**src/hw/mips_debug_config.svh**
```systemverilog
`ifndef MIPS_DEBUG_CONFIG_SVH
`define MIPS_DEBUG_CONFIG_SVH

// Clock and serial link.
`define CLK_FREQ_HZ      50000000  // Board clock.
`define BAUD_RATE        115200    // Host link speed.
`define UART_OVERSAMPLE  16        // Ticks per bit.
`define UART_DATA_BITS   8         // Payload bits per frame.
`define UART_STOP_BITS   2         // Stop bits per frame.

// Fetch stage.
`define INSTR_W          32        // Instruction word.
`define PROG_DEPTH       256       // Program memory words.
`define PC_W             10        // Byte address, low two bits always zero.
`define HALT_OPCODE      6'h3f     // Opcode field that stops a run.
`define REPORT_WORDS     4         // Words per debug report.

`endif

```
**src/hw/mips_debug_pkg.sv**
```systemverilog
package mips_debug_pkg;

`include "mips_debug_config.svh"

    typedef logic [`INSTR_W-1:0] word_t;  // Instruction and report word.
    typedef logic [`PC_W-1:0]    pc_t;    // Byte address into program memory.
    typedef logic [7:0]          byte_t;  // Serial payload.

    // Host commands, one byte each.
    typedef enum logic [7:0] {
        CMD_LOAD  = 8'h01,
        CMD_RUN   = 8'h02,
        CMD_STEP  = 8'h03,
        CMD_RESET = 8'h04
    } dbg_cmd_e;

    // Debug unit FSM.
    typedef enum logic [3:0] {
        ST_IDLE, ST_LOAD_COUNT, ST_LOAD_BYTES, ST_LOAD_WRITE, ST_SOFT_RESET,
        ST_RUN, ST_STEP, ST_REPORT_SEL, ST_REPORT_SEND, ST_REPORT_WAIT
    } dbg_state_e;

    // Report word order on the wire.
    typedef enum logic [1:0] {
        SEL_PC, SEL_PC_PLUS4, SEL_CYCLES, SEL_INSTR
    } report_sel_e;

endpackage

```
**src/hw/uart_rx.sv**
```systemverilog
`timescale 1ns/1ps

`include "mips_debug_config.svh"

module uart_rx (
    input  logic                  i_clock,
    input  logic                  i_rst,
    input  logic                  i_tick,
    input  logic                  i_bit_rx,
    output logic                  o_rx_done,  // Pulse, middle of first stop bit.
    output mips_debug_pkg::byte_t o_data
);
    import mips_debug_pkg::*;

    localparam int TICK_W = $clog2(`UART_OVERSAMPLE);
    localparam int BIT_W  = $clog2(`UART_DATA_BITS);

    typedef enum logic [1:0] {RX_IDLE, RX_START, RX_DATA, RX_STOP} rx_state_e;

    rx_state_e         state;
    logic [1:0]        sync;      // Two-flop synchronizer.
    logic [TICK_W-1:0] tick_cnt;
    logic [BIT_W-1:0]  bit_cnt;
    byte_t             shift;
    logic              line;

    assign line   = sync[1];
    assign o_data = shift;        // Stable from done until the next frame's data.

    always_ff @(posedge i_clock) begin
        if (i_rst) begin
            sync      <= 2'b11;   // Idle line.
            state     <= RX_IDLE;
            tick_cnt  <= '0;
            bit_cnt   <= '0;
            o_rx_done <= 1'b0;
        end else begin
            sync      <= {sync[0], i_bit_rx};
            o_rx_done <= 1'b0;
            case (state)
                RX_IDLE: begin
                    tick_cnt <= '0;
                    if (!line) state <= RX_START;  // Falling edge.
                end
                RX_START: if (i_tick) begin
                    tick_cnt <= tick_cnt + 1'b1;
                    if (tick_cnt == TICK_W'(`UART_OVERSAMPLE / 2 - 1)) begin
                        tick_cnt <= '0;
                        bit_cnt  <= '0;
                        state    <= line ? RX_IDLE : RX_DATA;  // Glitch rejected.
                    end
                end
                RX_DATA: if (i_tick) begin
                    tick_cnt <= tick_cnt + 1'b1;
                    if (tick_cnt == TICK_W'(`UART_OVERSAMPLE - 1)) begin
                        shift   <= {line, shift[7:1]};   // LSB arrives first.
                        bit_cnt <= bit_cnt + 1'b1;
                        if (bit_cnt == BIT_W'(`UART_DATA_BITS - 1)) state <= RX_STOP;
                    end
                end
                RX_STOP: if (i_tick) begin
                    tick_cnt <= tick_cnt + 1'b1;
                    if (tick_cnt == TICK_W'(`UART_OVERSAMPLE - 1)) begin
                        o_rx_done <= line;     // Framing error drops the byte.
                        state     <= RX_IDLE;
                    end
                end
                default: state <= RX_IDLE;
            endcase
        end
    end

endmodule

```
**config.mk**
```make
export PLATFORM = sky130hd
export DESIGN_NAME = uart_rx
export DESIGN_NICKNAME = d
export VERILOG_FILES = /design/src/hw/mips_debug_pkg.sv /design/src/hw/uart_rx.sv
export VERILOG_INCLUDE_DIRS = /design/src /design/src/hw
export SDC_FILE = /design/constraint.sdc
export NUM_CORES = 1
export LEC_CHECK = 0
export BUFFER_PORTS_ARGS = -buffer_cell sky130_fd_sc_hd__buf_4
export CORE_MARGIN = 1.5
export CORE_UTILIZATION = 47
export CTS_CLUSTER_DIAMETER = 50
export DETAILED_ROUTE_END_ITERATION = 16
export HOLD_SLACK_MARGIN = 0.15
export PLACE_DENSITY = 0.82
export SLEW_MARGIN = 20
export SYNTH_ARGS = -nofsm -noshare
export SYNTH_HDL_FRONTEND = slang
export SYNTH_SLANG_ARGS = --single-unit
```
**constraint.sdc**
```tcl
create_clock -name i_clock -period 2.3 [get_ports i_clock]
set_input_delay 0.69 -clock i_clock [delete_from_list [all_inputs] [get_ports i_clock]]
set_output_delay 0.69 -clock i_clock [all_outputs]
set_load 0.01 [all_outputs]
```
==> results of run 1 <==
per-stage QoR:
step           hold slack (ps)  std cells
5_1_grt                    433        100
6_report                   422        100
4_1_cts                    426        100
3_3_place_gp               396         96
3_5_place_dp               397         96
2_1_floorplan              389         71
flip-flops by register name, summed over array words and instances, names as in the netlist, named ones only:
| register | flops |
|---|---|
| o_rx_done | 1 |
| sync | 2 |
| state | 1 |
| tick_cnt | 4 |
| o_data | 8 |
| bit_cnt | 3 |
kinds of logic after synthesis:
logic type	count (synthesis)	share of synthesized area [%]
buffers and inverters	5	2.87
XOR/XNOR	1	1.06
adder cells (fa/ha/maj)	3	4.54
flip-flops	20	58.1
AO/OA/AOI/OAI	18	15.0
AND/OR/NAND/NOR	24	18.5
cells in the mapped netlist, drive strengths merged (2+ instances only):
library cell | number | area [sq um]
dfxtp | 12 | 240
edfxtp | 8 | 240
a21oi | 6 | 30.0
nand3 | 4 | 20.0
buf | 3 | 15.0
ha | 3 | 37.5
nand2 | 3 | 11.3
o21bai | 3 | 22.5
or2 | 3 | 18.8
a31oi | 2 | 12.5
nand2b | 2 | 12.5
nand4 | 2 | 12.5
nor4b | 2 | 17.5
o21ai | 2 | 10.0
o31ai | 2 | 15.0
final timing paths:
| path | from | to | slack, ps |
|---|---|---|---|
| worst max register to register | tick_cnt[0] | o_data[1] | 650 |
| worst min register to register | sync[0] | sync[1] | 420 |
| worst max-delay path | tick_cnt[0] | o_data[1] | 650 |
| worst min-delay path | sync[0] | sync[1] | 420 |
cell usage in the layout, fill, tap and decap left out, drive strengths merged, types with 2 or more instances in the layout:
master and count:
dfxtp 12, buf 13, nand2 3, clkbuf 3, nand2b 2, a21oi 6
o21ai 2, nor4b 2, or2 3, nand3 4, o21bai 3, nand4 2
o31ai 2, edfxtp 8, a31oi 2, ha 3
where the power goes:
| part | internal (mW) | leakage (nW) | switching [mW] |
|---|---|---|---|
| registers | 0.368 | 0.169 | 0.00359 |
| clock network | 0.176 | 0.0279 | 0.106 |
| logic | 0.00873 | 0.160 | 0.00783 |
| total | 0.553 | 0.357 | 0.117 |
routing by layer:
metal,global-route usage (%),vias to the layer above
met3,3.60,4
met2,27.1,20
met4,8.24,0
met1,22.1,282
met5,0,-
li1,-,293
layout make-up:
cell class,instances,area share [%]
Clock buffer,3,2.30
Clock inverter,1,3.07
Inverter,1,0.384
Multi-Input combinational cell,46,33.0
Sequential cell,20,49.2
Tap cell,16,2.05
Timing Repair Buffer,13,9.99
worst reg2reg max path: stages (launching register included):
cell	delay, ps
dfxtp_1	400
ha_1	280
nand3_1	210
nor4_1	270
buf_4	210
==> results.toml, run 1 <==
[outcome]
status = "completed"

[synth]
syn_nets = 78
synth_edf_count = 8
yosysWarningCount = 0
synth_flop_cell = "dfxtp_1"
yosysSeqAreaShare_pct = 58.1
syn_area_sq_um = 827
async_flop_share_pct = 0
ys_types = 30
ys_seq_elements = 20
synth_area_per_cell_sq_um = 11.6
syn_inst = 71

[timing]
slew_headroom_pct = 75.5
rsz0062_at_grt = "false"
hold_viol = 0
tns_ps = 0
drv_slew = 0
max_freq_mhz = 607
tightest_slew_ps = 362
setup_ws_ps = 652
fin_worst_skew_ps = 0.983
setup_viol = 0
fin_crit_ps = 1650
finalCritPeriodShare_pct = 71.7

[route]
drt_pass1_iterations = 4
dr_total_vias = 599
vias_per_cell = 5.99
route.met2.wl_um = 681
drt_iter0_drc = 13
drc_errors = 0
top_layer_used = "met4"
wl_met1_um = 677
wire_per_inst_um = 14.4
drtAntennaViolNets = 0
wl_met3_um = 51
wl_mm = 1.44

[grt]
grt_pass1_wl_mm = 2.50
grt_max_degree = 13
first_global_vias = 578
grt.total_usage_pct = 17.1
antenna_found_initial = 0
grt-ovfl-total = 0

[setup_path]
slowest_stage = "dfxtp_1"
path_depth = 4
crit_required_ps = 2320
critPathKind = "reg -> reg"
startpoint_type = "flip-flop"
max_stage_delay_ps = 400
worstPathCellList = "ha_1 -> nand3_1 -> nor4_1 -> buf_4"
reg2regPathDepth = 4
path_buf_inv = 1
cp_top_family = "simple AND/OR/NAND/NOR gates"
crit_fanout = 8
cp_data_arrival_time_ps = 1670
endpoint_kind = "flip-flop"

[cells_and_area]
diodes = 0
post-route-util_pct = 62.0
syn_to_final_growth_pct = 18.2
drive_gt1_share_pct = 26.2
final-seq-area_sq_um = 480
layout.nets = 92
multiInputGateArea_sq_um = 323
final_area_sq_um = 977
nFillCells = 132

[clock_tree]
cts-root-buf = "clkbuf_4"
insertion_delay_ps = 300
htree_levels = 1
clkTransAtPathRegs_ps = 110
cts_tree = "done"
cts.sinks = 20
numCtsBuffers = 3
cts_resized = 0
cts_hold_buf = 0
cts_setup_buffers = 0
clock_path_buffers = 2

[floorplanning]
die_x_um = 45.0
coreArea_sq_um = 1580
io_pins = 13
dieArea_sq_um = 2020
row_count = 14
start_util_pct = 52.5
die_h_um = 45.0

[place]
pre_cts_ws_ps = 524
dp_hpwl_um = 987
dpl_cell_area_sq_um = 925
place.gp.congestion = 0.797
port_buffers = 12

[min_path]
worstHoldPathCells = 1
hold_class = "reg -> reg"

[power_and_ir_drop]
ir_drop_mv = 0.365
p_total_uw = 670
leakage_nw = 0.357
p_per_area_nw_per_um2 = 686

[job]
drv_cap = 0
(Power assumes the default switching activity.)
==> run 2: changes to the inputs <==
ABC_AREA = 1   (was unset)
CORE_UTILIZATION = 48   (was 47)
PLACE_DENSITY = 0.83   (was 0.82)
clock period = 1.5 ns   (was 2.3 ns; I/O delays follow)
==> run 2 against run 1 <==
  * Fmax up 18%
  * Sequential power is 63% higher
  * Synthesized cell count grew 34%
  * Largest power group unchanged
  * Clock power is 14% lower
  * Register-to-register slack got worse by 550 ps
  * Critical path depth grew 1
  * First-iteration DRC count is 7.7% lower
  * Non-clock buffer count rose by 1
==> results.toml, run 2 <==
[outcome]
status = "completed"

[floorplanning]
io_pins = 13
start_util_pct = 51.1
dieArea_sq_um = 2080
coreArea_sq_um = 1710
die_x_um = 45.6
die_h_um = 45.6
row_count = 15

[timing]
finalCritPeriodShare_pct = 92.9
drv_slew = 0
hold_viol = 0
tightest_slew_ps = 329
hold_ws_ps = 337
setup_ws_ps = 106
rsz0062_at_grt = "false"
fin_worst_skew_ps = 3.77
fin_crit_ps = 1390
max_freq_mhz = 717
slew_headroom_pct = 78.0
setup_viol = 0
tns_ps = 0

[synth]
syn_area_sq_um = 872
ys_types = 23
ys_seq_elements = 20
synth_commonest_cells = "18 x nand2_1, 12 x dfxtp_1, 12 x nor2_1"
syn_nets = 102
yosys-top-cells-area = "dfxtp_1 28%, edfxtp_1 28%, nand2_1 7.7%"
synth_flop_cell = "dfxtp_1"
yosysTopAreaCellShare_pct = 27.5
yosysMostFrequentCell = "nand2_1"
synth_area_per_cell_sq_um = 9.18
yosysWarningCount = 0
async_flop_share_pct = 0
synth_area_leader_cell = "dfxtp_1"
synth_edf_count = 8
yosysSeqAreaShare_pct = 55.1
syn_inst = 95

[setup_path]
r2r-start = "tick_cnt[1]"
crit_fanout = 8
cp_data_arrival_time_ps = 1400
crit_required_ps = 1510
startpoint_type = "flip-flop"
rrSetupSlack_ps = 110
reg2regPathDepth = 5
cp-startpoint = "tick_cnt[1]"
r2r-end = "o_data[6]"
endpoint_kind = "flip-flop"
critPathKind = "reg -> reg"

[grt]
grt_max_degree = 12
first_global_vias = 626
grt_pass1_wl_mm = 2.54
antenna_found_initial = 0
grt-ovfl-total = 0
grt.total_usage_pct = 17.5

[cells_and_area]
largest_reg_flops = 8
layout.nets = 120
diodes = 0
layout_commonest_cell = "nand2_1"
drive_gt1_share_pct = 31.3
final_area_sq_um = 1040
syn_to_final_growth_pct = 18.9
layout_common_cells = "18 x nand2_1, 14 x buf_4, 11 x nor2_1, 11 x dfxtp_1"
post-route-util_pct = 60.7
finalNonFillerCells = 137

[place]
placed_cells = 133
place.gp.congestion = 0.884
pre_cts_ws_ps = 63.0
dp_hpwl_mm = 1.16
port_buffers = 12
dpl_cell_area_sq_um = 1010

[power_and_ir_drop]
p_total_uw = 976
leakage_nw = 0.428
p_per_area_nw_per_um2 = 941
ir_drop_mv = 0.443

[clock_tree]
numCtsBuffers = 3
cts.sinks = 20
clkTransAtPathRegs_ps = 100
insertion_delay_ps = 290
cts-root-buf = "clkbuf_4"
htree_levels = 1
cts_tree = "done"
clock_path_buffers = 2

[min_path]
worstHoldPathCells = 2
hold_class = "in -> reg"
hold_end = "sync[0]"
hp-start = "i_bit_rx"

[route]
drtAntennaViolNets = 0
wire_per_inst_um = 10.9
drt_iter0_drc = 12
dr_total_vias = 679
wl_mm = 1.49
vias_per_cell = 4.96
drt_pass1_iterations = 4
drc_errors = 0

[job]
drv_cap = 0
-- run 2: logic make-up after synthesis --
group / count (synthesis) / synth area share, %
AND/OR/NAND/NOR: 50 / 27.3
flip-flops: 20 / 55.1
AO/OA/AOI/OAI: 11 / 8.61
buffers and inverters: 11 / 4.73
adder cells (fa/ha/maj): 3 / 4.30
-- run 2: where the power goes --
group	switching, mW	internal, mW	total [mW]
Sequential	0.0238	0.581	0.605
Clock	0.146	0.0967	0.243
Combinational	0.0767	0.0516	0.128
-- run 2: layout make-up --
cell class                 count  area (sq um)
fill                         155           671
sequential                    20           482
multi-input combinational     64           355
timing repair buffer          14           105
inverter                      10          37.5
tap                           25          31.3
clock buffer                   3          22.5
clock inverter                 1          3.75
-- run 2: layer usage --
| layer | wire, um | vias to the layer above | track usage (%) |
|---|---|---|---|
| met5 | 0 | - | 0 |
| met2 | 708 | 14 | 29.3 |
| met3 | 73 | 2 | 7.14 |
| met4 | 22 | 0 | 7.06 |
| met1 | 683 | 316 | 19.7 |
| li1 | - | 347 | - |
-- run 2: what timing repair did --
action	in CTS	in global routing
hold buffers	0	0
endpoints found under the setup margin	0	10
setup buffers	0	0
resized for setup	0	2
-- run 2: worst max path at each step --
stage	endpoint	slack, ps	cells past startpoint
global placement	o_data[7]	120	5
finish	o_data[6]	110	5
global route	flip-flop	6	8
floorplan	o_data[0]	100	4
detailed placement	o_data[5]	60	5
CTS	o_data[6]	60	5
-- run 2: worst max-delay path, cell delays in order (launching register included) --
cell and delay, ps:
dfxtp_1 360, ha_2 200, and3_1 180, nand3_1 110, nor2_2 90, buf_4 160
==> run 3: changes to the inputs <==
ABC_CLOCK_PERIOD_IN_PS = 1500   (was unset)
CORE_UTILIZATION = 46   (was 48)
PLACE_DENSITY = 0.8   (was 0.83)
==> run 3 against run 2 <==
  * Sequential power hardly changed
  * Final cell count stayed put
  * Global-route usage increased by 0.19 points
  * Largest cell class unchanged
==> results.toml, run 3 (synthesis results as in run 2) <==
[outcome]
status = "completed"

[cells_and_area]
layout.nets = 120
final-seq-area_sq_um = 482
syn_to_final_growth_pct = 22.0
multiInputGateArea_sq_um = 355
post-route-util_pct = 60.9
diodes = 0
drive_gt1_share_pct = 32.1
layout_common_cells = "18 x nand2_1, 14 x buf_4, 11 x nor2_1, 11 x dfxtp_1"
final_area_sq_um = 1060
finalNonFillerCells = 137
largest_reg_flops = 8
layout_commonest_cell = "nand2_1"
nFillCells = 138

[timing]
hold_viol = 0
setup_viol = 0
fin_worst_skew_ps = 8.82
max_freq_mhz = 708
fin_crit_ps = 1410
drv_slew = 0
tightest_slew_ps = 351
finalCritPeriodShare_pct = 94.2
hold_ws_ps = 329
slew_headroom_pct = 76.6

[route]
drc_errors = 0
drtAntennaViolNets = 0
top_layer_used = "met4"
drt_iter0_drc = 28
wire_per_inst_um = 12.1
wl_mm = 1.66
wl_met1_um = 731
route.met2.wl_um = 830
drt_pass1_iterations = 4
vias_per_cell = 5.07
wl_met3_um = 84
dr_total_vias = 694

[floorplanning]
io_pins = 13
start_util_pct = 50.0
coreArea_sq_um = 1750
row_count = 15
dieArea_sq_um = 2170
die_h_um = 46.5
die_x_um = 46.5

[setup_path]
cp_data_arrival_time_ps = 1430
cp-startpoint = "tick_cnt[1]"
crit_required_ps = 1520
cp_top_family = "flip-flops"
critPathKind = "reg -> reg"
r2r-start = "tick_cnt[1]"
worstPathCellList = "ha_2 -> and3_1 -> nand3_1 -> nor2_2 -> buf_4"
slowest_stage = "dfxtp_1"
crit_end = "o_data[6]"
r2r-end = "o_data[6]"
rrSetupSlack_ps = 90
path_depth = 5
crit_fanout = 8
path_buf_inv = 1
startpoint_type = "flip-flop"
reg2regPathDepth = 5
endpoint_kind = "flip-flop"
max_stage_delay_ps = 380

[place]
dpl_cell_area_sq_um = 1010
dp_hpwl_mm = 1.21
port_buffers = 12
placed_cells = 133
place.gp.congestion = 0.873

[min_path]
hold_class = "in -> reg"
worstHoldPathCells = 2

[clock_tree]
htree_levels = 1
cts_tree = "done"
cts.sinks = 20
cts_setup_buffers = 0
numCtsBuffers = 3
clock_path_buffers = 2
cts-root-buf = "clkbuf_4"
insertion_delay_ps = 300
clkTransAtPathRegs_ps = 100

[power_and_ir_drop]
switching_share_pct = 22.8
power.switching_uw = 267
ir_drop_mv = 0.982
p_total_mw = 1.17
pwr-share-seq_pct = 51.8
intPower_uw = 903
combPwrFrac_pct = 11.0
leakage_nw = 0.441
power.share.clock_pct = 37.2
p_per_area_nw_per_um2 = 1100

[grt]
grt.total_usage_pct = 17.7
grt-ovfl-total = 0
grt_pass1_wl_mm = 2.60
first_global_vias = 597
grt_max_degree = 13
antenna_found_initial = 0

[job]
drv_cap = 0
## run 3: metrics by stage
step | setup TNS [ps] | setup WS [ps]
after floorplan | 0 | 97.0
after global placement | 0 | 117
after detailed placement | 0 | 75.9
after CTS | 0 | 56.9
after global routing | -58.9 | -17.7
final | 0 | 86.8
## run 3: per-layer routing
layer  track usage [%]  vias to the layer above
met3              4.71                        2
met5                 0                        -
met2              28.6                       25
met1              21.0                      319
met4              10.3                        0
li1                  -                      348
## run 3: layout make-up
type | instances | share of cell area [%]
clock buffers | 3 | 2.12
clock inverters | 1 | 2.82
flip-flops and latches | 20 | 45.3
inverters | 10 | 3.53
multi-input cells | 64 | 33.4
repair buffers | 14 | 9.88
well taps | 25 | 2.94
## run 3: how the worst min path moves through the flow
stage / start / end / slack (ps)
after detailed placement: sync[0] / sync[1] / 400
after global placement: sync[0] / sync[1] / 390
after global routing: i_bit_rx / sync[0] / 320
after floorplan: sync[0] / sync[1] / 390
after CTS: i_bit_rx / sync[0] / 320
final: i_bit_rx / sync[0] / 330
## run 3: power by group through the flow
stage                     Combinational (mW)  Sequential (mW)  Clock, mW
after floorplan                        0.101            0.611          0
after global placement                 0.123            0.616          0
after detailed placement               0.127            0.617          0
after CTS                              0.128            0.605      0.446
after global routing                   0.147            0.608      0.460
final                                  0.129            0.606      0.435
## run 3: what timing repair did
item	in CTS	in global routing
setup endpoints to repair	0	12
hold buffers	0	0
gates resized for setup	0	2
